### config.mk
export PLATFORM = sky130hd
export DESIGN_NAME = vram_read_merge
export DESIGN_NICKNAME = d
export VERILOG_FILES = /design/src/vram/vram_read_merge.sv
export SDC_FILE = /design/constraint.sdc
export NUM_CORES = 1
export LEC_CHECK = 0
export BUFFER_PORTS_ARGS = -buffer_cell sky130_fd_sc_hd__buf_2
export CORE_AREA = 10 10 47 49
export CTS_CLUSTER_SIZE = 28
export DETAILED_ROUTE_END_ITERATION = 10
export DIE_AREA = 0 0 57 59
export MAX_ROUTING_LAYER = met4
export PLACE_DENSITY = 0.64
export SYNTH_ARGS = -nofsm -noshare
export SYNTH_HDL_FRONTEND = slang
export SYNTH_SLANG_ARGS = --single-unit
### constraint.sdc
create_clock -name clock_bus -period 1.03 [get_ports clock_bus]
set_input_delay 0 -clock clock_bus [delete_from_list [all_inputs] [get_ports clock_bus]]
set_output_delay 0 -clock clock_bus [all_outputs]
set_load 0.02 [all_outputs]
### src/vram/vram_read_merge.sv
`timescale 1ns/10ps

module vram_read_merge (
   input  logic            clock_bus,
   input  logic            reset_i,
   input  logic            rd_strobe_i,
   input  logic            rd_bank_i,
   input  logic [1:0][7:0] q_i,
   output logic [7:0]      ahead_o
);

   logic strobe_q;
   logic bank_q;

   always_ff @(posedge clock_bus) begin
      if (reset_i)
         strobe_q <= 1'b0;
      else
         strobe_q <= rd_strobe_i; // Bank data is ready one cycle later.
   end

   always_ff @(posedge clock_bus) begin
      bank_q <= rd_bank_i;
      if (strobe_q)
         ahead_o <= q_i[bank_q]; // Held until the next prefetch.
   end

endmodule

==> metrics.cfg <==
[status]
status=complete, no violations

[cts]
tritoncts=built
clkLatencyLatePin_ns=0.25
path_clk_slew_ns=0.06
cts.sink_count=10
cts_root_buf=clkbuf_4
cts_made_buffers=3
htreeDepth=1
clockBufferDepth=2

[final_layout]
antenna_cells=0
area_growth_pct=52.7
utilization_pct=45.5
final_net_count=76
drive_gt1_share_pct=75.9
finish.instance_area_um2=638

[floorplan]
ios=28
core_um2=1400
die_y_um=59
die-area_um2=3360
start_util_pct=29.8
num_rows=14
die_w_um=57

[routing]
num_vias=281
first_iter_violations=9
dr.pass1.iters=4
drt_wl_total_um=901
ant_nets=0
wire_per_inst_um=12.9
vias_per_cell=4.01
drc=0

[critical_path]
endpoint_kind=register
critPathBufInv=1
worstPathRequired_ns=1.03
start_kind=register
cp_max_fo=4
crit_chain=buf_6 -> mux2_4
slowest_stage=dfxtp_2
slowest_delay_ns=0.34
criticalPathCategory=reg2reg
crit_family=flip-flops
cp.arrival_ns=1.01

[global_routing]
overflow=0
grt_pass1_vias=327
grt_start_max_net_pins=9
grt_first_pass_wirelength_mm=1.45
antenna_found_initial=0
grt_use_total_pct=5.79

[sta]
worst_slew_pin_slew_ns=0.318
min_period_ns=1.00
skew_ns=0.00302
setup_viol=0
timing.final.ws_setup_ns=0.0271
tns_ns=0
slew_viol_final=0
slew_headroom_pct=78.8
whs_ns=0.0403
fmax_mhz=997
min_period_over_period_pct=97.4
hold_viol=0
rsz0062_at_grt=true

[synthesis]
synth_top_area_cell=edfxtp_1
avgSynthCellArea_um2=20.9
synth_area_um2=418
ys_seq_area_share_pct=67.1
synth.distinct_cells=5
synth_edf_count=8
yosysTopAreaCellShare_pct=57.5
synth_seq_cells=10
ys_warn_count=0
synthArstFlopShare_pct=0
synthCells=20
syn_nets=40
synth.area.top_cells=edfxtp_1 (57%), mux2_4 (29%), dfxtp_1 (9.6%), buf_6 (2.7%), nor2b_1 (1.5%)
ys.flop_type=edfxtp_1
synth.top_cells.by_count=edfxtp_1 (8), mux2_4 (8), dfxtp_1 (2)

[power]
ir_drop_mv=0.447
powerDensity_nw_per_um2=1340
leakagePower_nw=0.304

[job]
maxCapViolations=0

[place]
place_ws_ns=0.0151
dpl_cell_area_um2=577
port_buffers=27
gp_congestion=0.703

[min_path]
hp-class=in2reg

[worst paths after layout]
check / end / startpoint / cells past startpoint / slack, ns
max: ahead_o[0] / bank_q / 2 / 0.03
min: ahead_o[1] / q_i[1] / 2 / 0.04
max reg2reg: ahead_o[0] / bank_q / 2 / 0.03
min reg2reg: ahead_o[2] / strobe_q / 0 / 0.60
[report_power, final]
group | switching, mW | internal [mW]
logic | 0.0486 | 0.0865
clock network | 0.117 | 0.134
registers | 0.00970 | 0.461
[timing repair]
action                                 4_1_cts  5_1_grt
hold buffers                                 3        0
setup endpoints to repair                    0        8
gates resized for setup                      0        3
endpoints found under the hold margin        2        0
setup buffers                                0        0
[through the flow]
step | total power, mW | instances
2_1_floorplan | 0.550 | 20
3_3_place_gp | 0.603 | 64
3_5_place_dp | 0.605 | 64
4_1_cts | 0.866 | 70
5_1_grt | 0.902 | 70
6_report | 0.857 | 70
[layout by cell type, fill, tap and decap left out]
cell           Yosys  layout
dfxtp_2            0       1
mux2_4             8       8
buf_2              0      27
edfxtp_1           8       8
clkbuf_4           0       3
dlygate4sd3_1      0       3
dfxtp_1            2       1
buf_6              1       2
nor2b_1            1       1
[per-layer routing]
layer | share of wire (%) | wire length, um | track usage [%] | vias to the layer above
li1 | - | - | - | 145
met4 | 0 | 0 | 4.03 | 0
met5 | 0 | 0 | - | -
met3 | 10 | 94 | 3.00 | 0
met1 | 38 | 345 | 5.62 | 119
met2 | 51 | 462 | 8.84 | 17
[cell families after synthesis]
logic type / synth area share [%]
DFF: 67.1
muxes: 28.7
and+or+nand+nor: 1.50
buffers and inverters: 2.69
[layout make-up]
cell class,instances,area [um^2]
timing repair buffer,32,188
fill,137,763
tap,16,20.0
clock buffer,3,22.5
multi-input combinational,9,126
sequential,10,282
[state kept, by name, indices dropped and copies added (netlist names)]
name / flops
ahead_o: 8
bank_q: 1
strobe_q: 1
No activity file was read; power rests on OpenSTA's default activity.
