[src/common/vdp_pkg.sv]
package vdp_pkg;

   typedef enum logic {
      MSX1,
      MSX2
   } msx_type_t;

   typedef enum logic {
      NTSC,
      PAL
   } video_mode_t;

   // Operation decoded from one CPU strobe.
   typedef enum logic [2:0] {
      OP_NONE,
      OP_VRAM_WR,
      OP_VRAM_RD,
      OP_CTRL_WR,
      OP_STATUS_RD
   } port_op_t;

   localparam int VRAM_ADDR_W = 17; // Two banks of 64 KiB.

   localparam logic [3:0] REG_MODE1  = 4'd1;
   localparam logic [3:0] REG_BORDER = 4'd7;
   localparam logic [3:0] REG_HIADDR = 4'd14;

   // TMS9918 colors as 8-bit red, green and blue.
   localparam logic [23:0] MSX1_PALETTE [16] = '{
      24'h000000, 24'h000000, 24'h21c842, 24'h5edc78,
      24'h5455ed, 24'h7d76fc, 24'hd4524d, 24'h42ebf5,
      24'hfc5554, 24'hff7978, 24'hd4c154, 24'he6ce80,
      24'h21b03b, 24'hc95bba, 24'hcccccc, 24'hffffff
   };

endpackage

[src/video/video_timing.sv]
`timescale 1ns/10ps

module video_timing
   import vdp_pkg::*;
#(
   parameter int H_TOTAL      = 342,
   parameter int H_ACTIVE     = 256,
   parameter int V_ACTIVE     = 192,
   parameter int V_TOTAL_NTSC = 262,
   parameter int V_TOTAL_PAL  = 313
) (
   input  logic        clock_bus,
   input  logic        reset_i,
   input  msx_type_t   msx_type_i,
   input  video_mode_t video_mode_i,
   output logic        ce_pix_o,
   output logic        hsync_o,
   output logic        vsync_o,
   output logic        de_o,
   output logic        hblank_o,
   output logic        vblank_o,
   output logic        vblank_start_o
);

   localparam int V_MAX    = (V_TOTAL_PAL > V_TOTAL_NTSC) ? V_TOTAL_PAL : V_TOTAL_NTSC;
   localparam int H_W      = $clog2(H_TOTAL);
   localparam int V_W      = $clog2(V_MAX);
   localparam int HS_START = H_ACTIVE + (H_TOTAL - H_ACTIVE) / 4;
   localparam int HS_END   = HS_START + (H_TOTAL - H_ACTIVE) / 4;
   localparam int VS_START = V_ACTIVE + 1; // Two sync lines after one blank line.
   localparam int VS_END   = VS_START + 2;

   logic           div_q;
   logic [H_W-1:0] h_cnt;
   logic [V_W-1:0] v_cnt;
   logic [V_W-1:0] v_last;

   assign ce_pix_o = (msx_type_i == MSX2) | div_q;
   assign v_last   = (video_mode_i == PAL) ? V_W'(V_TOTAL_PAL - 1) : V_W'(V_TOTAL_NTSC - 1);

   always_ff @(posedge clock_bus) begin
      if (reset_i) begin
         div_q <= 1'b0;
         h_cnt <= '0;
         v_cnt <= '0;
      end else begin
         div_q <= ~div_q;
         if (ce_pix_o) begin
            if (h_cnt == H_W'(H_TOTAL - 1)) begin
               h_cnt <= '0;
               v_cnt <= (v_cnt == v_last) ? '0 : v_cnt + 1'b1;
            end else begin
               h_cnt <= h_cnt + 1'b1;
            end
         end
      end
   end

   // Outputs are registered and lag the counters by one cycle.
   always_ff @(posedge clock_bus) begin
      if (reset_i) begin
         hsync_o        <= 1'b0;
         vsync_o        <= 1'b0;
         de_o           <= 1'b0;
         hblank_o       <= 1'b0;
         vblank_o       <= 1'b0;
         vblank_start_o <= 1'b0;
      end else begin
         hsync_o  <= (h_cnt >= H_W'(HS_START)) && (h_cnt < H_W'(HS_END));
         vsync_o  <= (v_cnt >= V_W'(VS_START)) && (v_cnt < V_W'(VS_END));
         de_o     <= (h_cnt < H_W'(H_ACTIVE)) && (v_cnt < V_W'(V_ACTIVE));
         hblank_o <= (h_cnt >= H_W'(H_ACTIVE));
         vblank_o <= (v_cnt >= V_W'(V_ACTIVE));
         vblank_start_o <= ce_pix_o && (h_cnt == '0) && (v_cnt == V_W'(V_ACTIVE));
      end
   end

endmodule

[config.mk]
export PLATFORM = sky130hd
export DESIGN_NAME = video_timing
export DESIGN_NICKNAME = d
export VERILOG_FILES = /design/src/common/vdp_pkg.sv /design/src/video/video_timing.sv
export SDC_FILE = /design/constraint.sdc
export NUM_CORES = 1
export LEC_CHECK = 0
export BUFFER_PORTS_ARGS = -buffer_cell sky130_fd_sc_hd__buf_2
export CAP_MARGIN = 20
export CORE_AREA = 10 10 76 78
export CTS_CLUSTER_DIAMETER = 120
export CTS_CLUSTER_SIZE = 16
export DETAILED_ROUTE_END_ITERATION = 7
export DIE_AREA = 0 0 86 88
export GPL_TIMING_DRIVEN = 0
export SLEW_MARGIN = 15
export SYNTH_ARGS = -nofsm -noshare
export SYNTH_HDL_FRONTEND = slang
export SYNTH_SLANG_ARGS = --single-unit
[constraint.sdc]
create_clock -name clock_bus -period 2.5 [get_ports clock_bus]
set_clock_uncertainty 0.05 [all_clocks]
set_input_delay 0.125 -clock clock_bus [delete_from_list [all_inputs] [get_ports clock_bus]]
set_output_delay 0.125 -clock clock_bus [all_outputs]
set_load 0.03 [all_outputs]
==> impl_metrics.yaml <==
status:
  status: "finished, final reports clean"
cells_and_area:
  drive_gt1_share_pct: 13.2
  final_common_cell: "dfxtp_1"
  num-nets-final: 170
  final_cell_mix: "dfxtp_1, nor2_1, nand2_1, buf_2, inv_1"
  fillers: 474
  num_antenna_cells: 0
  area_growth_pct: 12.9
die:
  die_h_um: 88
  row_count: 24
  pin_count: 11
  dieArea_sq_um: 7570
  die_w_um: 86
  core_area_sq_um: 4290
  start_util_pct: 29.6
setup_path:
  cp-end-kind: "flip-flop"
  path_class: "flip-flop to flip-flop"
  rr_worst_depth: 7
  crit_path_start_kind: "flip-flop"
  reg2reg_from: "h_cnt[1]"
  cp-endpoint: "v_cnt[7]"
  worstPathRequired_ns: 2.67
  cp-startpoint: "h_cnt[1]"
  reg2reg_slack_ns: 0.38
  critPathMaxFanout: 9
  timing.rr.end: "v_cnt[7]"
  cp.arrival_ns: 2.28
drt:
  vias: 1025
  drc: 0
  wl_per_cell_um: 12.6
  drt_iter0_drc: 116
  avgViaCountPerCell: 4.86
  drt-pass1-iter-count: 4
  totalWireLength_um: 2670
  ant_nets: 0
clock_tree:
  clock-sinks: 25
  post_cts_resized: 0
  cts_buffer_depth: 2
  postCtsSetupRepairBufs: 0
  clk_latency_ns: 0.28
  cts_tree: "yes"
  cts_buffers: 3
  hold_buffers: 0
  clk_pin_slew_ns: 0.10
  h-tree-depth: 1
  cts-root-buf: "clkbuf_8"
global_routing:
  gr-usage-all-layers_pct: 7.49
  grt_pass1_wl_um: 4680
  grt_max_degree: 16
  grt_remaining_overflow: 0
  antenna_found_initial: 0
  first_global_vias: 1040
timing:
  tightest_slew_ns: 0.437
  tns_ns: 0
  relSlewSlack_pct: 70.6
  worst_slack_ns: 0.381
  setup_viol: 0
  grt_setup_unrepaired: "no"
  fin_crit_sh_pct: 84.7
  drv_slew: 0
  hold_violations: 0
  max_clock_freq_mhz: 472
  fin_crit_ns: 2.12
synthesis:
  synth-edff-count: 0
  synth-main-ff-cell: "dfxtp_1"
  synth_seq_cells: 25
  avgSynthCellArea_sq_um: 8.78
  synth_fp_nets: 155
  seq_area_frac_synth_pct: 39.3
  ys_async_sr_fraction_pct: 0
  synth.distinct_cells: 37
  synthesis.area_sq_um: 1270
  syn_inst: 145
  ys_warn_count: 0
power:
  fin_total_pwr_uw: 716
  p_leak_uw: 0.000484
  peakVddDrop_mv: 0.247
  p_per_area_nw_per_um2: 499
placement:
  gp_congestion: 0.826
  numPortBuffers: 10
  dp_hpwl_um: 1980
  place_ws_ns: 0.422
flow_run:
  cap_violations: 0
worst_hold_path:
  hp-class: "input port to flip-flop"
==> cells in the mapped netlist, drive strengths merged, types with 4 or more instances <==
| cell type | number | share of area [%] |
|---|---|---|
| a21oi | 7 | 3.0 |
| ha | 6 | 5.9 |
| nor4 | 7 | 3.4 |
| nor2 | 21 | 6.2 |
| inv | 10 | 3.0 |
| dfxtp | 25 | 39 |
| nor3 | 4 | 1.6 |
| nand2 | 12 | 3.5 |
| xnor2 | 9 | 6.2 |
==> through the flow <==
step	hold WS, ns	cell area [sq um]	instances	util [%]
2_1_floorplan	0.142	1270	145	-
3_3_place_gp	0.345	1390	207	32.3
3_5_place_dp	0.345	1390	207	32.3
4_1_cts	0.0423	1440	211	33.4
5_1_grt	0.0604	1440	211	33.4
6_report	0.0418	1440	211	33.4
==> registers in the layout (all words and copies together) (netlist names) <==
register,count
div_q,1
vsync_o,1
de_o,1
h_cnt,9
vblank_start_o,1
hblank_o,1
vblank_o,1
v_cnt,9
hsync_o,1
==> where the power goes <==
| group | total [uW] | internal, uW | switching [uW] | leakage [uW] |
|---|---|---|---|---|
| logic | 46.5 | 16.6 | 29.9 | 0.000260 |
| registers | 413 | 405 | 8.44 | 0.000202 |
| clock network | 256 | 113 | 143 | 0.0000217 |
| total | 716 | 535 | 181 | 0.000484 |
==> area by class of cell <==
| type | instances | area, sq um | area share (%) |
|---|---|---|---|
| multi-input cells | 106 | 711 | 49.5 |
| flip-flops and latches | 25 | 500 | 34.8 |
| well taps | 52 | 65.1 | 4.53 |
| repair buffers | 10 | 50.0 | 3.48 |
| clock buffers | 3 | 41.3 | 2.87 |
| inverters | 10 | 37.5 | 2.61 |
| plain buffers | 4 | 23.8 | 1.66 |
| clock inverters | 1 | 7.51 | 0.523 |
==> kinds of logic after synthesis <==
kind of cell / Yosys count / synth area share [%]
buf+inv: 14 / 4.82
xor+xnor: 12 / 8.26
compound gates: 20 / 11.9
mux: 1 / 0.787
simple gates: 67 / 29.0
flops: 25 / 39.3
fa+ha+maj: 6 / 5.90
==> critical path, stage by stage (launching register included) <==
cell and delay [ns]:
dfxtp_1 0.37, inv_1 0.09, ha_1 0.20, nand3b_1 0.19
or3_1 0.36, buf_6 0.15, or4_4 0.51, a21oi_2 0.14
==> per-layer routing <==
layer	vias up	track usage [%]	routed length, um
li1	535	-	-
met1	467	8.98	1330
met2	19	11.9	1150
met3	4	1.95	128
met4	0	4.19	63
met5	-	0	0
==> how the worst min path moves through the flow <==
stage / startpoint / to / depth (start not counted)
finish: reset_i / div_q / 2
global route: reset_i / v_cnt[0] / 2
CTS: reset_i / div_q / 2
detailed placement: reset_i / div_q / 2
global placement: reset_i / div_q / 2
floorplan: reset_i / div_q / 1
Power figures use the tool's default switching activity.
