[src/common/vdp_pkg.sv]
package vdp_pkg;

   typedef enum logic {
      MSX1,
      MSX2
   } msx_type_t;

   typedef enum logic {
      NTSC,
      PAL
   } video_mode_t;

   // Operation decoded from one CPU strobe.
   typedef enum logic [2:0] {
      OP_NONE,
      OP_VRAM_WR,
      OP_VRAM_RD,
      OP_CTRL_WR,
      OP_STATUS_RD
   } port_op_t;

   localparam int VRAM_ADDR_W = 17; // Two banks of 64 KiB.

   localparam logic [3:0] REG_MODE1  = 4'd1;
   localparam logic [3:0] REG_BORDER = 4'd7;
   localparam logic [3:0] REG_HIADDR = 4'd14;

   // TMS9918 colors as 8-bit red, green and blue.
   localparam logic [23:0] MSX1_PALETTE [16] = '{
      24'h000000, 24'h000000, 24'h21c842, 24'h5edc78,
      24'h5455ed, 24'h7d76fc, 24'hd4524d, 24'h42ebf5,
      24'hfc5554, 24'hff7978, 24'hd4c154, 24'he6ce80,
      24'h21b03b, 24'hc95bba, 24'hcccccc, 24'hffffff
   };

endpackage

[src/video/color_out.sv]
`timescale 1ns/10ps

module color_out
   import vdp_pkg::*;
(
   input  logic       clock_bus,
   input  logic       reset_i,
   input  msx_type_t  msx_type_i,
   input  logic [7:0] border_i,
   input  logic       hblank_i,
   input  logic       vblank_i,
   output logic [7:0] r_o,
   output logic [7:0] g_o,
   output logic [7:0] b_o
);

   logic [23:0] msx1_rgb;
   logic [5:0]  r6;
   logic [5:0]  g6;
   logic [5:0]  b6;

   assign msx1_rgb = MSX1_PALETTE[border_i[3:0]];

   // MSX2 border byte is GGGRRRBB.
   assign g6 = {border_i[7:5], border_i[7:5]};
   assign r6 = {border_i[4:2], border_i[4:2]};
   assign b6 = {3{border_i[1:0]}};

   always_ff @(posedge clock_bus) begin
      if (reset_i || hblank_i || vblank_i) begin
         {r_o, g_o, b_o} <= '0;
      end else if (msx_type_i == MSX1) begin
         {r_o, g_o, b_o} <= msx1_rgb;
      end else begin
         r_o <= {r6, r6[5:4]};
         g_o <= {g6, g6[5:4]};
         b_o <= {b6, b6[5:4]};
      end
   end

endmodule

[config.mk]
export PLATFORM = sky130hd
export DESIGN_NAME = color_out
export DESIGN_NICKNAME = d
export VERILOG_FILES = /design/src/common/vdp_pkg.sv /design/src/video/color_out.sv
export SDC_FILE = /design/constraint.sdc
export NUM_CORES = 1
export LEC_CHECK = 0
export BUFFER_PORTS_ARGS = -buffer_cell sky130_fd_sc_hd__buf_2
export CORE_ASPECT_RATIO = 1.4
export CORE_MARGIN = 10
export CORE_UTILIZATION = 51
export CTS_CLUSTER_SIZE = 14
export DETAILED_ROUTE_END_ITERATION = 12
export PLACE_DENSITY = 0.87
export SYNTH_ARGS = -nofsm -noshare
export SYNTH_HDL_FRONTEND = slang
export SYNTH_SLANG_ARGS = --single-unit
[constraint.sdc]
create_clock -name clock_bus -period 1.2 [get_ports clock_bus]
set_input_delay 0.12 -clock clock_bus [delete_from_list [all_inputs] [get_ports clock_bus]]
set_output_delay 0.12 -clock clock_bus [all_outputs]
set_load 0.1 [all_outputs]
==> results.yml, run 1 <==
status:
  outcome: "complete, no violations"
timing:
  timing.setup.tns_ns: 0
  tightest_slew_ns: 0.489
  drv_slew: 0
  timing.fmax_ghz: 0.858
  fin_crit_sh_pct: 97.1
  finalHoldViolations: 0
  rsz0062_at_grt: "false"
  relSlewSlack_pct: 67.7
  period_minus_slack_ns: 1.17
  setup_viol: 0
yosys:
  synth.distinct_cells: 37
  synthArstFlopShare_pct: 0
  yosysTopAreaCellShare_pct: 36.7
  syn_area_mm2: 0.00131
  yosys.area.top_type: "dfxtp_1"
  synth_ff_type: "dfxtp_1"
  postSynthAreaPerCell_um2: 7.88
  synth.ff_latch_count: 24
  synthCells: 166
  synth_edf_count: 0
  synth.area.top_cells: "dfxtp_1 37%, a21oi_1 8.8%, ha_1 6.7%"
  yosys_warnings: 0
  synth_nets: 186
  yosysSeqAreaShare_pct: 36.7
critical_path:
  worstPathCellList: "buf_2"
  max_stage_delay_ns: 0.41
  end_kind: "primary output"
  worstPathRequired_ns: 1.08
  cp_top_family: "buffers and inverters"
  path_buf_inv: 1
  crit_type: "reg -> out"
  cp.arrival_ns: 1.05
  start_kind: "register"
  critPathSlowestCell: "buf_2"
  path_max_fanout: 1
worst_hold_path:
  hp-class: "in -> reg"
place:
  place_congestion: 0.952
  portBuffers: 36
  dpl.hpwl_um: 2890
floorplan:
  core_area_mm2: 0.00242
  io_pins: 37
  fp-row-count: 21
  start_util_pct: 54.1
  die_w_um: 62.8
  dieArea_mm2: 0.00502
  die_y_um: 79.9
clock_network:
  cts-root-buf: "clkbuf_4"
  clk_path_buf_depth: 2
  cts_hold_buf: 0
  cts_sinks: 24
  cts_inserted_buffers: 3
  cts_tree: "done"
  htree_levels: 1
  clk_pin_slew_ns: 0.12
detailed_routing:
  dr.pass1.iters: 4
  via_per_inst: 5.72
  wl_um: 3890
  drt_first_iter_violations: 82
  ant_nets: 0
  vias: 1436
  drt-wirelength-per-cell_um: 15.5
  drc: 0
power:
  ir_drop_v: 0.000628
  p_per_area_mw_per_mm2: 1040
  p_leak_uw: 0.000821
grt:
  grtUsageMet3_pct: 2.81
  top_usage_layer: "met2"
  grt_use_total_pct: 15.6
  grt_max_degree: 29
  use_met1_pct: 16.8
  grtUsageMet2_pct: 27.3
  grt_overflow_total: 0
  grt_pass1_vias: 1456
  antenna_found_initial: 0
  grt_pass1_wl_um: 6560
flow_run:
  drv_cap: 0
layout:
  final_nets: 238
  utilization_pct: 72.8
  drive_above_1_share_pct: 30.4
  diodes: 0
  area_growth_pct: 34.5
==> cell type report <==
class,instances,area (um2)
clock buffer,4,36.3
fill,199,658
inverter,7,26.3
multi-input combinational,123,728
sequential,24,480
tap,34,42.5
timing repair buffer,59,445
==> metrics by stage <==
stage / instances / hold slack, ns / area (um2) / worst slack, ns / power (uW)
after floorplan: 166 / 0.260 / 1310 / 0.164 / 1250
after global placement: 247 / 0.371 / 1670 / -0.0680 / 1400
after detailed placement: 247 / 0.380 / 1670 / -0.0758 / 1410
after CTS: 251 / 0.0504 / 1710 / 0.00947 / 1810
after global routing: 251 / 0.0926 / 1760 / 0.00113 / 1910
final: 251 / 0.0663 / 1760 / 0.0345 / 1830
==> layout by cell type, fill, tap and decap left out, types with 2 or more instances in the layout <==
cell type / count
nor3_1: 3
nand2b_1: 3
a21oi_1: 23
a211o_1: 2
nand2_1: 17
clkbuf_4: 22
a31oi_1: 6
buf_2: 14
o21ai_1: 3
nor2b_1: 7
buf_12: 3
nand3b_1: 2
buf_4: 23
inv_1: 7
o21ai_0: 14
nor2_1: 15
a21o_1: 2
ha_1: 7
dfxtp_1: 24
a211oi_1: 2
==> registers in the layout, indices dropped and copies added (netlist names) <==
| register | cells |
|---|---|
| g_o | 8 |
| r_o | 8 |
| b_o | 8 |
==> what timing repair did <==
action	in CTS	in global routing
resized for setup	2	19
endpoints found under the setup margin	2	19
setup buffers	0	0
gates cloned	0	0
==> worst paths after layout <==
check                  startpoint  depth (start not counted)  endpoint
worst max-delay path       g_o[7]                          1    g_o[7]
worst min-delay path  border_i[6]                          3    g_o[0]
==> Yosys cell counts (3+ instances only) <==
cell / instances
nor2b_1: 7
nand2b_1: 3
o21ai_0: 14
nand2_1: 17
buf_2: 4
inv_1: 7
clkbuf_1: 4
o21ai_1: 3
nor3_1: 3
ha_1: 7
dfxtp_1: 24
a31oi_1: 6
a21oi_1: 23
nor2_1: 15
==> report_power, final <==
group,switching [uW],leakage (uW),internal (uW)
combinational,395,0.000604,184
clock,233,0.0000210,185
sequential,6.65,0.000195,822
total,635,0.000821,1190
==> per-layer routing <==
metal,part of all wire (%),wire length (um),vias to the layer above
li1,-,-,685
met1,40,1560,660
met2,50,1950,77
met3,5.9,230,14
met4,3.8,146,0
met5,0,0,-
==> kinds of logic after synthesis <==
| group | synth area share, % |
|---|---|
| buf+inv | 7.56 |
| flops | 36.7 |
| simple gates | 19.9 |
| mux | 0.766 |
| fa+ha+maj | 6.70 |
| xor+xnor | 0.670 |
| compound gates | 27.7 |
(Power assumes the default switching activity.)
==> run 2: changes to the inputs <==
ABC_AREA = 1   (was unset)
CTS_CLUSTER_SIZE = unset   (was 14)
==> run 2 against run 1 <==
Sequential power hardly changed. Highest routed layer unchanged. Worst hold slack better by 0.0080 ns. Via count is 3.5% lower. Sequential cell count stayed put. Count of clock-buffer cells in the layout stayed put. Synthesized area is 0.38% lower.
==> results.yml, run 2 <==
yosys:
  synth_edf_count: 0
  synth_compound_area_share_pct: 15.2
  yosys_warnings: 0
  synth_xor_area_share_pct: 0
  synth.distinct_cells: 19
  yosysTopAreaCellShare_pct: 36.9
  synthCells: 192
  synth.area.top_cells: "dfxtp_1 37%, nand2_1 22%, a21oi_1 12%"
  synthAdderAreaFrac_pct: 6.72
  synth-simple-area-share_pct: 30.8
  postSynthAreaPerCell_um2: 6.78
  synth_top_family_by_area: "simple AND/OR/NAND/NOR gates"
  synth_ff_type: "dfxtp_1"
  synthMuxAreaShare_pct: 0
  synthArstFlopShare_pct: 0
  yosysMostFrequentCell: "nand2_1"
  synth_nets: 212
  syn_area_mm2: 0.00130
  yosys.area.top_type: "dfxtp_1"
  synth.ff_latch_count: 24
  yosysSeqAreaShare_pct: 36.9
  synth_common_cells: "78 x nand2_1, 30 x a21oi_1, 24 x dfxtp_1"
critical_path:
  cp_top_family: "buffers and inverters"
  end_kind: "primary output"
  max_stage_delay_ns: 0.41
  cp.arrival_ns: 1.04
  crit_type: "reg -> out"
  worstPathCellList: "buf_2"
  start_kind: "register"
  critPathSlowestCell: "buf_2"
  worstPathRequired_ns: 1.08
  path_max_fanout: 1
  path_buf_inv: 1
grt:
  grt_use_total_pct: 13.8
  grt_max_degree: 25
  grt_pass1_vias: 1326
  grt_pass1_wl_um: 5820
  antenna_found_initial: 0
  grt_overflow_total: 0
layout:
  multiInputGateArea_um2: 687
  area_growth_pct: 24.2
  diodes: 0
  nFillCells: 233
  utilization_pct: 66.9
  drive_above_1_share_pct: 24.0
  final_nets: 254
  mostFrequentLayoutCells: "78 x nand2_1, 30 x a21oi_1, 24 x dfxtp_1, 23 x clkbuf_4, 16 x nand3_1"
  final_common_cell: "nand2_1"
  reg.largest.list: "b_o x8, g_o x8, r_o x8"
  register_area_um2: 480
timing:
  relSlewSlack_pct: 67.7
  fin_crit_sh_pct: 96.9
  tightest_slew_ns: 0.489
  finalHoldViolations: 0
  drv_slew: 0
  setup_viol: 0
  period_minus_slack_ns: 1.16
  rsz0062_at_grt: "false"
  timing.fmax_ghz: 0.860
  setup_slack_ns: 0.0376
detailed_routing:
  drt_first_iter_violations: 52
  drc: 0
  via_per_inst: 5.19
  vias: 1386
  drt-wirelength-per-cell_um: 12.6
  ant_nets: 0
  wl_um: 3350
  dr.pass1.iters: 4
worst_hold_path:
  hp-class: "in -> reg"
  hold_end: "g_o[2]"
  hold_path_depth: 3
  hp-start: "border_i[5]"
power:
  p_int_uw: 1140
  p_sw_uw: 609
  p_leak_uw: 0.000854
  power_uw: 1750
  p_per_area_mw_per_mm2: 1080
  ir_drop_v: 0.000453
  pwr-share-clk_pct: 23.5
  power_frac_comb_pct: 29.4
  switching_share_pct: 34.7
  power_frac_seq_pct: 47.0
clock_network:
  cts_sinks: 24
  cts_tree: "done"
  cts-root-buf: "clkbuf_4"
  htree_levels: 1
  clk_path_buf_depth: 2
  cts_inserted_buffers: 3
  clk_pin_slew_ns: 0.12
  post_cts_buffers: 0
place:
  place_congestion: 0.938
  dpl.hpwl_um: 2580
  place_ws_ns: -0.00259
  portBuffers: 36
status:
  outcome: "complete, no violations"
floorplan:
  core_area_mm2: 0.00242
  dieArea_mm2: 0.00500
  start_util_pct: 53.9
  die_w_um: 62.7
  io_pins: 37
  die_y_um: 79.8
  fp-row-count: 21
flow_run:
  drv_cap: 0
==> run 2: worst max path at each step <==
stage | cells after the start | end | slack [ns] | from
2_1_floorplan | 0 | b_o[0] | 0.17 | b_o[0]
4_1_cts | 1 | b_o[4] | 0.006 | b_o[4]
6_report | 1 | g_o[1] | 0.04 | g_o[1]
3_3_place_gp | 8 | g_o[5] | -0.02 | border_i[1]
5_1_grt | 1 | r_o[1] | 0.0004 | r_o[1]
3_5_place_dp | 8 | g_o[5] | -0.003 | border_i[1]
==> run 2: metal layers <==
| layer | track usage, % | up-vias | share of wire [%] |
|---|---|---|---|
| met5 | 0 | - | 0 |
| met4 | 8.74 | 0 | 4.5 |
| met3 | 3.09 | 17 | 6.4 |
| met1 | 15.2 | 602 | 42 |
| li1 | - | 695 | - |
| met2 | 23.6 | 72 | 47 |
==> run 2: through the flow <==
step                      hold WS [ns]  area (um2)  TNS (ns)  cells
after floorplan                  0.287        1300         0    192
after global placement           0.405        1530   -0.0465    263
after detailed placement         0.408        1530  -0.00259    263
after CTS                       0.0710        1570         0    267
after global routing            0.0725        1620         0    267
final                           0.0743        1620         0    267
==> run 2: cells by family (layout without fill, tap and decap cells) <==
kind of cell | count (synthesis) | after routing
fa+ha+maj | 7 | 7
flops | 24 | 24
compound gates | 38 | 38
simple gates | 99 | 99
buf+inv | 24 | 65
==> run 2: power by group through the flow <==
stage | combinational (uW) | sequential (uW) | clock (uW)
final | 516 | 825 | 412
after global routing | 564 | 827 | 461
after CTS | 505 | 824 | 420
after detailed placement | 501 | 842 | 0
after global placement | 503 | 841 | 0
after floorplan | 220 | 1010 | 0
==> run 2: cell type report <==
cell class              instances  share of cell area [%]
flip-flops and latches         24                    29.7
multi-input cells             144                    42.5
inverters                      13                    3.02
well taps                      34                    2.63
repair buffers                 48                    20.0
clock buffers                   4                    2.24
==> run 2: what timing repair did <==
action / CTS / global route
gates resized for setup: 1 / 20
setup endpoints to repair: 1 / 20
pin swaps: 0 / 0
endpoints found under the hold margin: 0 / 0
hold buffers: 0 / 0
gates cloned: 0 / 0
