==> config.mk <==
export PLATFORM = sky130hd
export DESIGN_NAME = vdp_cpu_port
export DESIGN_NICKNAME = d
export VERILOG_FILES = /design/src/common/vdp_pkg.sv /design/src/cpu_port/vdp_cpu_port.sv
export SDC_FILE = /design/constraint.sdc
export NUM_CORES = 1
export LEC_CHECK = 0
export ABC_AREA = 1
export BUFFER_PORTS_ARGS = -buffer_cell sky130_fd_sc_hd__buf_2
export CELL_PAD_IN_SITES_DETAIL_PLACEMENT = 1
export CELL_PAD_IN_SITES_GLOBAL_PLACEMENT = 1
export CORE_AREA = 5 5 97 99
export DETAILED_ROUTE_END_ITERATION = 10
export DIE_AREA = 0 0 102 104
export GPL_ROUTABILITY_DRIVEN = 0
export PLACE_DENSITY = 0.94
export SYNTH_ARGS = -nofsm -noshare
export SYNTH_HDL_FRONTEND = slang
export SYNTH_SLANG_ARGS = --single-unit
==> constraint.sdc <==
create_clock -name clock_bus -period 2.3 [get_ports clock_bus]
set_clock_uncertainty 0.1 [all_clocks]
set_input_delay 0.115 -clock clock_bus [delete_from_list [all_inputs] [get_ports clock_bus]]
set_output_delay 0.115 -clock clock_bus [all_outputs]
set_load 0.1 [all_outputs]
==> src/common/vdp_pkg.sv <==
package vdp_pkg;

   typedef enum logic {
      MSX1,
      MSX2
   } msx_type_t;

   typedef enum logic {
      NTSC,
      PAL
   } video_mode_t;

   // Operation decoded from one CPU strobe.
   typedef enum logic [2:0] {
      OP_NONE,
      OP_VRAM_WR,
      OP_VRAM_RD,
      OP_CTRL_WR,
      OP_STATUS_RD
   } port_op_t;

   localparam int VRAM_ADDR_W = 17; // Two banks of 64 KiB.

   localparam logic [3:0] REG_MODE1  = 4'd1;
   localparam logic [3:0] REG_BORDER = 4'd7;
   localparam logic [3:0] REG_HIADDR = 4'd14;

   // TMS9918 colors as 8-bit red, green and blue.
   localparam logic [23:0] MSX1_PALETTE [16] = '{
      24'h000000, 24'h000000, 24'h21c842, 24'h5edc78,
      24'h5455ed, 24'h7d76fc, 24'hd4524d, 24'h42ebf5,
      24'hfc5554, 24'hff7978, 24'hd4c154, 24'he6ce80,
      24'h21b03b, 24'hc95bba, 24'hcccccc, 24'hffffff
   };

endpackage

==> src/cpu_port/vdp_cpu_port.sv <==
`timescale 1ns/10ps

module vdp_cpu_port
   import vdp_pkg::*;
#(
   parameter int BANK_ADDR_W = 16
) (
   input  logic                   clock_bus,
   input  logic                   reset_i,
   input  msx_type_t              msx_type_i,
   input  logic                   cs_i,
   input  logic                   rd_i,
   input  logic                   wr_i,
   input  logic                   mode_i,
   input  logic [7:0]             data_i,
   input  logic                   vblank_start_i,
   input  logic [7:0]             ahead_i,
   output logic [7:0]             data_o,
   output logic                   interrupt_n_o,
   output logic [7:0]             border_o,
   output logic [BANK_ADDR_W-1:0] bank_addr_o,
   output logic [7:0]             bank_wdata_o,
   output logic [1:0]             bank_we_o,
   output logic                   rd_strobe_o,
   output logic                   rd_bank_o
);

   port_op_t               op;
   logic                   cpu_strobe;
   logic                   msx1;
   logic                   pair_second;
   logic [7:0]             ctrl_latch;
   logic [7:0]             reg_mode1;
   logic [2:0]             reg_hiaddr;
   logic [VRAM_ADDR_W-1:0] ptr;
   logic [VRAM_ADDR_W-1:0] ptr_setup;
   logic [VRAM_ADDR_W-1:0] access_ptr;
   logic                   vblank_flag;

   // MSX1 wraps inside 16 KiB so the pointer never leaves bank 0.
   function automatic logic [VRAM_ADDR_W-1:0] ptr_step(input logic [VRAM_ADDR_W-1:0] p,
                                                        input logic is_msx1);
      return is_msx1 ? {3'b000, p[13:0] + 14'd1} : p + 1'b1;
   endfunction

   assign msx1       = (msx_type_i == MSX1);
   assign cpu_strobe = cs_i & (rd_i | wr_i);
   assign ptr_setup  = {(msx1 ? 3'b000 : reg_hiaddr), data_i[5:0], ctrl_latch};
   assign access_ptr = (op == OP_CTRL_WR) ? ptr_setup : ptr;

   always_comb begin
      op = OP_NONE;
      if (cs_i && wr_i)
         op = mode_i ? OP_CTRL_WR : OP_VRAM_WR;
      else if (cs_i && rd_i)
         op = mode_i ? OP_STATUS_RD : OP_VRAM_RD;
   end

   assign data_o        = mode_i ? {vblank_flag, 7'b0} : ahead_i;
   assign interrupt_n_o = ~(vblank_flag & reg_mode1[5]);

   always_ff @(posedge clock_bus) begin
      if (reset_i) begin
         pair_second <= 1'b0;
         reg_mode1   <= '0;
         border_o    <= '0;
         reg_hiaddr  <= '0;
         ptr         <= '0;
         vblank_flag <= 1'b0;
         bank_we_o   <= 2'b00;
         rd_strobe_o <= 1'b0;
      end else begin
         bank_we_o   <= 2'b00;
         rd_strobe_o <= 1'b0;
         case (op)
            OP_VRAM_WR: begin
               bank_we_o   <= ptr[VRAM_ADDR_W-1] ? 2'b10 : 2'b01;
               ptr         <= ptr_step(ptr, msx1);
               pair_second <= 1'b0;
            end
            OP_VRAM_RD: begin
               rd_strobe_o <= 1'b1; // Prefetch for the next read.
               ptr         <= ptr_step(ptr, msx1);
               pair_second <= 1'b0;
            end
            OP_CTRL_WR: begin
               pair_second <= ~pair_second;
               if (pair_second && data_i[7]) begin
                  case (data_i[3:0])
                     REG_MODE1:  reg_mode1  <= ctrl_latch;
                     REG_BORDER: border_o   <= ctrl_latch;
                     REG_HIADDR: reg_hiaddr <= ctrl_latch[2:0];
                     default: ;
                  endcase
               end else if (pair_second && data_i[6]) begin
                  ptr <= ptr_setup; // Write setup.
               end else if (pair_second) begin
                  ptr         <= ptr_step(ptr_setup, msx1);
                  rd_strobe_o <= 1'b1;
               end
            end
            OP_STATUS_RD: begin
               vblank_flag <= 1'b0;
               pair_second <= 1'b0;
            end
            default: ;
         endcase
         if (vblank_start_i)
            vblank_flag <= 1'b1; // A new frame wins over a clearing read.
      end
   end

   always_ff @(posedge clock_bus) begin
      if (op == OP_CTRL_WR && !pair_second)
         ctrl_latch <= data_i;
      if (cpu_strobe) begin
         bank_addr_o  <= access_ptr[BANK_ADDR_W-1:0];
         rd_bank_o    <= access_ptr[VRAM_ADDR_W-1];
         bank_wdata_o <= data_i;
      end
   end

   // The read-ahead path needs a few cycles between accesses.
   a_strobe_spacing: assert property (@(posedge clock_bus) disable iff (reset_i)
      cpu_strobe |=> !cpu_strobe [*3])
      else $error("CPU strobes closer than four cycles apart");

endmodule

==> flow_summary.toml, run 1 <==
[outcome]
status = "finished, final reports clean"

[routing]
detailedRoute.firstPassIterationCount = 4
drtAntennaViolNets = 0
first_iter_violations = 232
vias_per_cell = 5.51
wl_per_cell_um = 17.9
num_vias = 3540
wirelength_um = 11500
drc_errors = 0

[sta]
setup_tns_ns = 0
fmax_ghz = 0.515
finalHoldViolations = 0
rsz0062_at_grt = "false"
worst_pin_slew_ns = 0.499
setup_viol = 0
whs_ns = 0.0176
layout_min_cycle_time_ns = 1.94
period_share_pct = 84.4
slew_headroom_pct = 67.0
slew_viol_final = 0

[setup_path]
startpoint_type = "register"
cp_max_fo = 4
critPathArrivalTime_ns = 2.08
crit_end = "ptr[16]"
crit_path_start = "ctrl_latch[1]"
crit_type = "register to register"
cp.required_ns = 2.43
cp_slowest_cell = "edfxtp_1"
rr_endpoint = "ptr[16]"
crit_chain = "ha_1 > nand2_1 > nor2_1 > nand2_1 > nor2_1 > nand2_1 > nand2_1 > nand3_1 > nand3_1 > a21oi_1"
reg2regPathDepth = 10
crit_top_cell = "nand2_1"
end_kind = "register"
crit-reg2reg-launch = "ctrl_latch[1]"
crit_path_max_incr_delay_ns = 0.42
r2r_slack_ns = 0.36

[placed_design]
place_area_um2 = 3940
port_buffers = 68
dp_hpwl_um = 8340
placed_cells = 618

[flow_run]
max_cap_violations = 0

[clock_network]
insertion_delay_ns = 0.36
post_cts_resized = 0
clkSinkCount = 67
cts_hold_buf = 8
htree_levels = 3
clockBufferDepth = 2
cts_made_buffers = 9
cts_tree = "done"
cts.reportedPaths.clkPinSlew_ns = 0.08
ctsRootBufferMaster = "clkbuf_8"
cts_setup_buffers = 0

[pwr]
comb_power_share_pct = 21.0
ir_drop_uv = 337
switching_share_pct = 34.2
p_switching_mw = 1.07
p_leak_nw = 1.77
p_per_area_nw_per_um2 = 735
clkPwrFrac_pct = 35.3
p_seq_share_pct = 43.8
intPower_mw = 2.05

[synth]
synth_common_cells = "nand2_1 (97), nor2_1 (60), inv_1 (48)"
syn_avg_cell_area_um2 = 7.78
ys_warn_count = 0
yosysSeqAreaShare_pct = 47.5
postSynthCellCount = 452
synth_area_um2 = 3520
synthTopCellsByArea = "edfxtp_1 (28%), dfxtp_1 (19%), nand2_1 (10%)"
yosys.area.top_type_share_pct = 28.2
synth_edf_count = 33
ys.flop_type = "dfxtp_1"
yosysUniqueCellTypes = 38
synth.most_common_cell = "nand2_1"
ys_ff_latch = 67
yosysTopAreaCell = "edfxtp_1"
syn-num-nets = 478
postSynth.asyncResetShare_pct = 0

[min_path]
hold_class = "input port to register"

[floorplanning]
core_um2 = 8470
die_h_um = 104
die_width_um = 102
start_util_pct = 41.6
design.portCount = 69
die_area_um2 = 10600
row_count = 34

[grt]
grt_pass1_vias = 3805
grt_overflow_total = 0
grt_max_degree = 42
grt_util_all_layers_pct = 22.5
antenna_found_initial = 0
grt_pass1_wl_um = 18700

[finish]
diodes = 0
fin_area_um2 = 4250
syn2layout_area_growth_pct = 20.7
nets = 556
drive_gt1_share_pct = 19.8
num-fill-cells = 1072
final_cells = 643
## critical path: cells and delay by family (launching register included)
| kind | cells | cell delay, ns |
|---|---|---|
| adder cells (fa/ha/maj) | 1 | 0.24 |
| AND/OR/NAND/NOR | 8 | 1.00 |
| AO/OA/AOI/OAI | 1 | 0.06 |
| flip-flops | 1 | 0.42 |
## stage by stage
stage / worst slack (ns) / util (%) / total power, mW
floorplan: 0.582 / - / 1.90
global placement: 0.581 / 46.5 / 2.02
detailed placement: 0.447 / 46.5 / 2.03
CTS: 0.390 / 50.1 / 3.13
global route: 0.191 / 50.2 / 3.22
finish: 0.359 / 50.2 / 3.12
## layout by cell type, fill, tap and decap left out, drive strengths merged, types with 3 or more instances in the layout
cell         instances
a21oi               33
dlygate4sd3          9
a31oi                3
dfxtp               34
o21ai               47
nand2               98
nand4                6
o21a                 3
nor2                61
edfxtp              33
clkbuf              10
xor2                 5
a211oi               3
inv                 52
nand3               36
buf                 75
nor3                 8
## power by group through the flow
| stage | clock, mW | combinational (mW) | sequential, mW |
|---|---|---|---|
| floorplan | 0 | 0.223 | 1.67 |
| global placement | 0 | 0.628 | 1.39 |
| detailed placement | 0 | 0.642 | 1.39 |
| CTS | 1.11 | 0.655 | 1.37 |
| global route | 1.16 | 0.689 | 1.37 |
| finish | 1.10 | 0.655 | 1.37 |
## worst min-delay path by stage
stage,startpoint,end,slack (ns),cells after the start
floorplan,data_i[0],bank_wdata_o[0],0.11,0
global placement,vblank_start_i,vblank_flag,0.23,3
detailed placement,data_i[6],ctrl_latch[6],0.26,1
CTS,data_i[1],bank_wdata_o[1],0.001,1
global route,data_i[3],ctrl_latch[3],0.02,1
finish,data_i[3],ctrl_latch[3],0.02,1
## sequential cells by signal (all words and copies together) (netlist names)
| name | count |
|---|---|
| rd_bank_o | 1 |
| rd_strobe_o | 1 |
| border_o | 8 |
| ctrl_latch | 8 |
| bank_wdata_o | 8 |
| bank_addr_o | 16 |
| pair_second | 1 |
| ptr | 17 |
| bank_we_o | 2 |
| vblank_flag | 1 |
| reg_mode1 | 1 |
| reg_hiaddr | 3 |
## cell type report
cell class	instances	area (µm²)	share of cell area, %
Clock inverter	6	90.1	2.12
Timing Repair Buffer	84	483	11.4
Tap cell	108	135	3.18
Inverter	51	194	4.57
Clock buffer	10	128	3.00
Multi-Input combinational cell	317	1550	36.4
Sequential cell	67	1670	39.4
## layer usage
layer	wire length [µm]	vias up	track usage, %
li1	-	1658	-
met1	4430	1707	25.4
met2	5920	133	39.2
met3	663	42	4.69
met4	516	0	11.3
met5	0	-	0
## cell families (layout without fill, tap and decap cells)
group / after synthesis / count (layout) / synth area share [%]
xor gates and xnor gates: 5 / 5 / 1.24
buffers and inverters: 68 / 151 / 8.53
AOI/OAI and AO/OA: 95 / 95 / 15.4
DFF: 67 / 67 / 47.5
adders and majority gates: 2 / 2 / 0.711
and+or+nand+nor: 215 / 215 / 26.6
Note: power is estimated with default switching activity, not from simulation.
==> run 2: changes to the inputs <==
--- a/config.mk
+++ b/config.mk
@@ -9,11 +9,11 @@
 export BUFFER_PORTS_ARGS = -buffer_cell sky130_fd_sc_hd__buf_2
 export CELL_PAD_IN_SITES_DETAIL_PLACEMENT = 1
 export CELL_PAD_IN_SITES_GLOBAL_PLACEMENT = 1
-export CORE_AREA = 5 5 97 99
+export CORE_AREA = 5 5 100 102
 export DETAILED_ROUTE_END_ITERATION = 10
-export DIE_AREA = 0 0 102 104
+export DIE_AREA = 0 0 105 107
 export GPL_ROUTABILITY_DRIVEN = 0
-export PLACE_DENSITY = 0.94
+export PLACE_DENSITY = 0.89
 export SYNTH_ARGS = -nofsm -noshare
 export SYNTH_HDL_FRONTEND = slang
 export SYNTH_SLANG_ARGS = --single-unit
==> constraint.sdc (replaced) <==
create_clock -name clock_bus -period 1.9 [get_ports clock_bus]
set_clock_uncertainty 0.1 [all_clocks]
set_input_delay 0.095 -clock clock_bus [delete_from_list [all_inputs] [get_ports clock_bus]]
set_output_delay 0.095 -clock clock_bus [all_outputs]
set_load 0.1 [all_outputs]
==> run 2 against run 1 <==
Against the previous run: cell count up 1.9%; worst hold slack gained 0.0018 ns; non-clock buffer count up 9; sequential cell count stayed put; via count increased by 2.0%.
==> flow_summary.toml, run 2 (synthesis results as in run 1) <==
[outcome]
status = "finished, final reports clean"

[pwr]
comb_power_share_pct = 21.2
p_per_area_nw_per_um2 = 884
p_switching_mw = 1.34
p_leak_nw = 1.82
intPower_mw = 2.50
p_seq_share_pct = 43.0
clkPwrFrac_pct = 35.9
ir_drop_uv = 440
switching_share_pct = 34.9

[flow_run]
max_cap_violations = 0

[routing]
vias_per_cell = 5.51
wirelength_um = 12000
num_vias = 3611
drtAntennaViolNets = 0
detailedRoute.firstPassIterationCount = 5
drc_errors = 0
first_iter_violations = 298
wl_per_cell_um = 18.3

[floorplanning]
die_area_um2 = 11200
start_util_pct = 39.0
row_count = 35
design.portCount = 69
die_width_um = 105
die_h_um = 107
core_um2 = 9020

[sta]
period_share_pct = 92.3
slew_headroom_pct = 66.5
rsz0062_at_grt = "false"
setup_viol = 0
slew_viol_final = 0
worst_pin_slew_ns = 0.507
layout_min_cycle_time_ns = 1.75
fmax_ghz = 0.570
finalHoldViolations = 0
setup_tns_ns = 0

[grt]
grt_pass1_vias = 3860
grt_max_degree = 41
grt_overflow_total = 0
antenna_found_initial = 0
grt_util_all_layers_pct = 21.9
grt_pass1_wl_um = 19400

[clock_network]
ctsRootBufferMaster = "clkbuf_8"
cts.reportedPaths.clkPinSlew_ns = 0.08
cts_setup_buffers = 0
htree_levels = 3
insertion_delay_ns = 0.36
clockBufferDepth = 2
clkSinkCount = 67
cts_made_buffers = 9
cts_tree = "done"

[placed_design]
place_area_um2 = 4000
dp_hpwl_um = 8440
port_buffers = 68

[finish]
num-fill-cells = 1137
diodes = 0
fin_area_um2 = 4350
syn2layout_area_growth_pct = 23.7
layout_commonest_cell = "nand2_1"
top_register = "ptr"
seqCellArea_um2 = 1670
largest_register_ffs = 17
drive_gt1_share_pct = 21.3
nets = 565
top_regs = "ptr x17, bank_addr_o x16"
multi_input_area_um2 = 1550
final_cell_mix = "nand2_1 (96), buf_2 (68), nor2_1 (59)"

[setup_path]
crit_type = "register to register"
cp_slowest_cell = "edfxtp_1"
crit_top_cell = "nand3_1"
cp_max_fo = 4
reg2regPathDepth = 9
end_kind = "register"
critPathBufInv = 0
rr_endpoint = "ptr[16]"
crit_path_start = "ctrl_latch[0]"
r2r_slack_ns = 0.15
crit_path_max_incr_delay_ns = 0.41
cp.depth = 9
cp.required_ns = 2.09
crit_end = "ptr[16]"
critPathArrivalTime_ns = 1.95
crit-reg2reg-launch = "ctrl_latch[0]"
crit_chain = "ha_1 > nand2_1 > nor2_1 > nand2_1 > nor2_1 > nand3_1 > nand3_1 > nand3_1 > a21oi_1"
crit_family = "simple AND/OR/NAND/NOR gates"
startpoint_type = "register"

[min_path]
hold_class = "input port to register"
## run 2: worst min-delay path by stage
stage | startpoint | end | slack, ns | depth (start not counted)
2_1_floorplan | data_i[0] | bank_wdata_o[0] | 0.09 | 0
3_5_place_dp | vblank_start_i | vblank_flag | 0.23 | 3
6_report | reset_i | ptr[15] | 0.02 | 2
5_1_grt | reset_i | ptr[16] | 0.03 | 2
3_3_place_gp | vblank_start_i | vblank_flag | 0.21 | 3
4_1_cts | data_i[3] | ctrl_latch[3] | 0.002 | 1
## run 2: per-layer routing
| layer | vias up | GRT usage, % | share of wire (%) |
|---|---|---|---|
| met3 | 32 | 4.46 | 6.2 |
| met4 | 0 | 10.5 | 3.4 |
| met2 | 143 | 37.9 | 50 |
| li1 | 1683 | - | - |
| met1 | 1753 | 25.8 | 40 |
| met5 | - | 0 | 0 |
## run 2: worst reg2reg max path: stages (launching register included)
cell      delay (ns)
edfxtp_1        0.41
ha_1            0.24
nand2_1         0.08
nor2_1          0.13
nand2_1         0.09
nor2_1          0.20
nand3_1         0.12
nand3_1         0.10
nand3_1         0.08
a21oi_1         0.13
## run 2: power by group through the flow
stage / Sequential (mW) / Combinational, mW / Clock (mW)
global route: 1.66 / 0.854 / 1.45
global placement: 1.68 / 0.773 / 0
finish: 1.65 / 0.814 / 1.38
CTS: 1.65 / 0.809 / 1.39
detailed placement: 1.68 / 0.788 / 0
floorplan: 2.02 / 0.270 / 0
## run 2: timing repair
| action | CTS | global route |
|---|---|---|
| endpoints found under the hold margin | 18 | 1 |
| hold buffers | 11 | 1 |
| endpoints found under the setup margin | 0 | 4 |
| resized for setup | 0 | 3 |
## run 2: cell type report
class                           count  area share (%)
Multi-Input combinational cell    317            35.7
Clock inverter                      7            2.30
Inverter                           51            4.46
Tap cell                          111            3.19
Sequential cell                    67            38.4
Timing Repair Buffer               93            13.1
Clock buffer                        9            2.85
## run 2: metrics by stage
step | util (%) | hold slack [ns] | power (mW) | cells | worst slack (ns)
2_1_floorplan | - | 0.0939 | 2.29 | 452 | 0.222
3_3_place_gp | 44.4 | 0.210 | 2.45 | 627 | 0.276
3_5_place_dp | 44.4 | 0.230 | 2.47 | 627 | 0.192
4_1_cts | 48.1 | 0.00171 | 3.85 | 654 | 0.114
5_1_grt | 48.2 | 0.0290 | 3.97 | 655 | 0.0146
6_report | 48.2 | 0.0194 | 3.85 | 655 | 0.147
==> run 3: changes to the inputs <==
==> constraint.sdc (replaced) <==
create_clock -name clock_bus -period 2 [get_ports clock_bus]
set_clock_uncertainty 0.1 [all_clocks]
set_input_delay 0.1 -clock clock_bus [delete_from_list [all_inputs] [get_ports clock_bus]]
set_output_delay 0.1 -clock clock_bus [all_outputs]
set_load 0.1 [all_outputs]
==> run 3 against run 2 <==
Against the previous run: clock power fell by 7%; worst hold slack better by 0.0042 ns; count of clock-buffer cells in the layout grew 1; wire length fell by 5.0%; global-route usage fell by 0.85 points; combinational power decreased by 6.4%; largest cell class unchanged.
==> flow_summary.toml, run 3 (synthesis results as in run 1) <==
[setup_path]
end_kind = "register"
crit-reg2reg-launch = "ctrl_latch[0]"
crit_type = "input port to register"
cp.depth = 9
rr_endpoint = "ptr[9]"
crit_end = "ptr[12]"
cp_slowest_cell = "dlygate4sd3_1"
crit_family = "buffers and inverters"
r2r_slack_ns = 0.19
critPathArrivalTime_ns = 1.97
cp.required_ns = 2.13
crit_chain = "dlygate4sd3_1 > buf_2 > nand2_2 > nor2_8 > buf_4 > or2_2 > nor2_1 > nor3b_1 > a21oi_1"
startpoint_type = "input port"
crit_path_start = "wr_i"
reg2regPathDepth = 6
crit_path_max_incr_delay_ns = 0.53
cp_max_fo = 31
critPathBufInv = 3

[sta]
setup_tns_ns = 0
layout_setup_ws_ns = 0.162
rsz0062_at_grt = "false"
fmax_ghz = 0.544
slew_viol_final = 0
slew_headroom_pct = 67.2
period_share_pct = 91.9
layout_min_cycle_time_ns = 1.84
setup_viol = 0
whs_ns = 0.0237
finalHoldViolations = 0
worst_pin_slew_ns = 0.495

[min_path]
hold-path-cell-count = 1
hold_class = "input port to register"

[grt]
grt_util_all_layers_pct = 21.0
grt_overflow_total = 0
grt_max_degree = 32
grt_pass1_vias = 3694
grt_pass1_wl_um = 18700
antenna_found_initial = 0

[placed_design]
place_ws_ns = 0.254
port_buffers = 68
dp_hpwl_um = 8430

[finish]
diodes = 0
num-fill-cells = 1141
syn2layout_area_growth_pct = 22.7
top_regs = "ptr x17, bank_addr_o x16"
final_core_util_pct = 47.8
final_cell_mix = "nand2_1 (97), buf_2 (68), nor2_1 (59)"
nets = 561
layout_commonest_cell = "nand2_1"
drive_gt1_share_pct = 20.7
seqCellArea_um2 = 1670
multi_input_area_um2 = 1550
top_register = "ptr"
largest_register_ffs = 17

[routing]
wl_per_cell_um = 17.5
num_vias = 3498
first_iter_violations = 311
wirelength_um = 11400
drtAntennaViolNets = 0
detailedRoute.firstPassIterationCount = 5
vias_per_cell = 5.37
drc_errors = 0

[floorplanning]
row_count = 35
die_h_um = 107
core_um2 = 9020
die_width_um = 105
start_util_pct = 39.0
design.portCount = 69
die_area_um2 = 11200

[clock_network]
cts_made_buffers = 9
cts_tree = "done"
ctsRootBufferMaster = "clkbuf_8"
insertion_delay_ns = 0.35
clockBufferDepth = 2
htree_levels = 3
clkSinkCount = 67
cts.reportedPaths.clkPinSlew_ns = 0.08

[outcome]
status = "finished, final reports clean"

[pwr]
p_leak_nw = 1.81
p_per_area_nw_per_um2 = 838
ir_drop_uv = 285
p_total_mw = 3.62

[flow_run]
max_cap_violations = 0
[run 3: metal layers]
| metal | vias up | GRT usage [%] | routed length [µm] | share of wire, % |
|---|---|---|---|---|
| met4 | 0 | 9.50 | 381 | 3.3 |
| met1 | 1668 | 24.6 | 4600 | 40 |
| li1 | 1667 | - | - | - |
| met2 | 133 | 35.7 | 5650 | 50 |
| met5 | - | 0 | 0 | 0 |
| met3 | 30 | 6.02 | 765 | 6.7 |
[run 3: layout make-up]
class | instances | share of cell area, %
Clock inverter | 6 | 2.06
Clock buffer | 10 | 3.19
Timing Repair Buffer | 89 | 12.4
Multi-Input combinational cell | 317 | 35.9
Inverter | 51 | 4.49
Tap cell | 111 | 3.22
Sequential cell | 67 | 38.7
[run 3: worst min path at each step]
stage / startpoint / to / slack (ns)
3_3_place_gp: vblank_start_i / vblank_flag / 0.22
3_5_place_dp: vblank_start_i / vblank_flag / 0.24
2_1_floorplan: data_i[0] / bank_wdata_o[0] / 0.1
4_1_cts: data_i[3] / bank_wdata_o[3] / 0.002
6_report: data_i[3] / bank_wdata_o[3] / 0.02
5_1_grt: data_i[3] / ctrl_latch[3] / 0.0008
[run 3: timing repair]
action,in CTS,in global routing
hold endpoints to repair,18,0
resized for setup,0,1
setup buffers,0,0
endpoints found under the setup margin,0,1
hold buffers,10,0
[run 3: per-stage QoR]
step / instance area, µm² / std cells
after detailed placement: 3990 / 625
after global routing: 4320 / 651
after global placement: 3990 / 625
after CTS: 4310 / 651
after floorplan: 3520 / 452
final: 4320 / 651
[run 3: where the power goes]
part           switching (mW)  internal (mW)  total [mW]
registers              0.0468           1.52        1.57
clock network           0.552          0.735        1.29
logic                   0.619          0.144       0.762
total                    1.22           2.40        3.62
[run 3: worst reg2reg max path: cells and delay by family, from the launching register on]
family / cells / cell delay [ns]
DFF: 1 / 0.40
AOI/OAI and AO/OA: 2 / 0.46
buffers and inverters: 1 / 0.10
and+or+nand+nor: 3 / 0.68
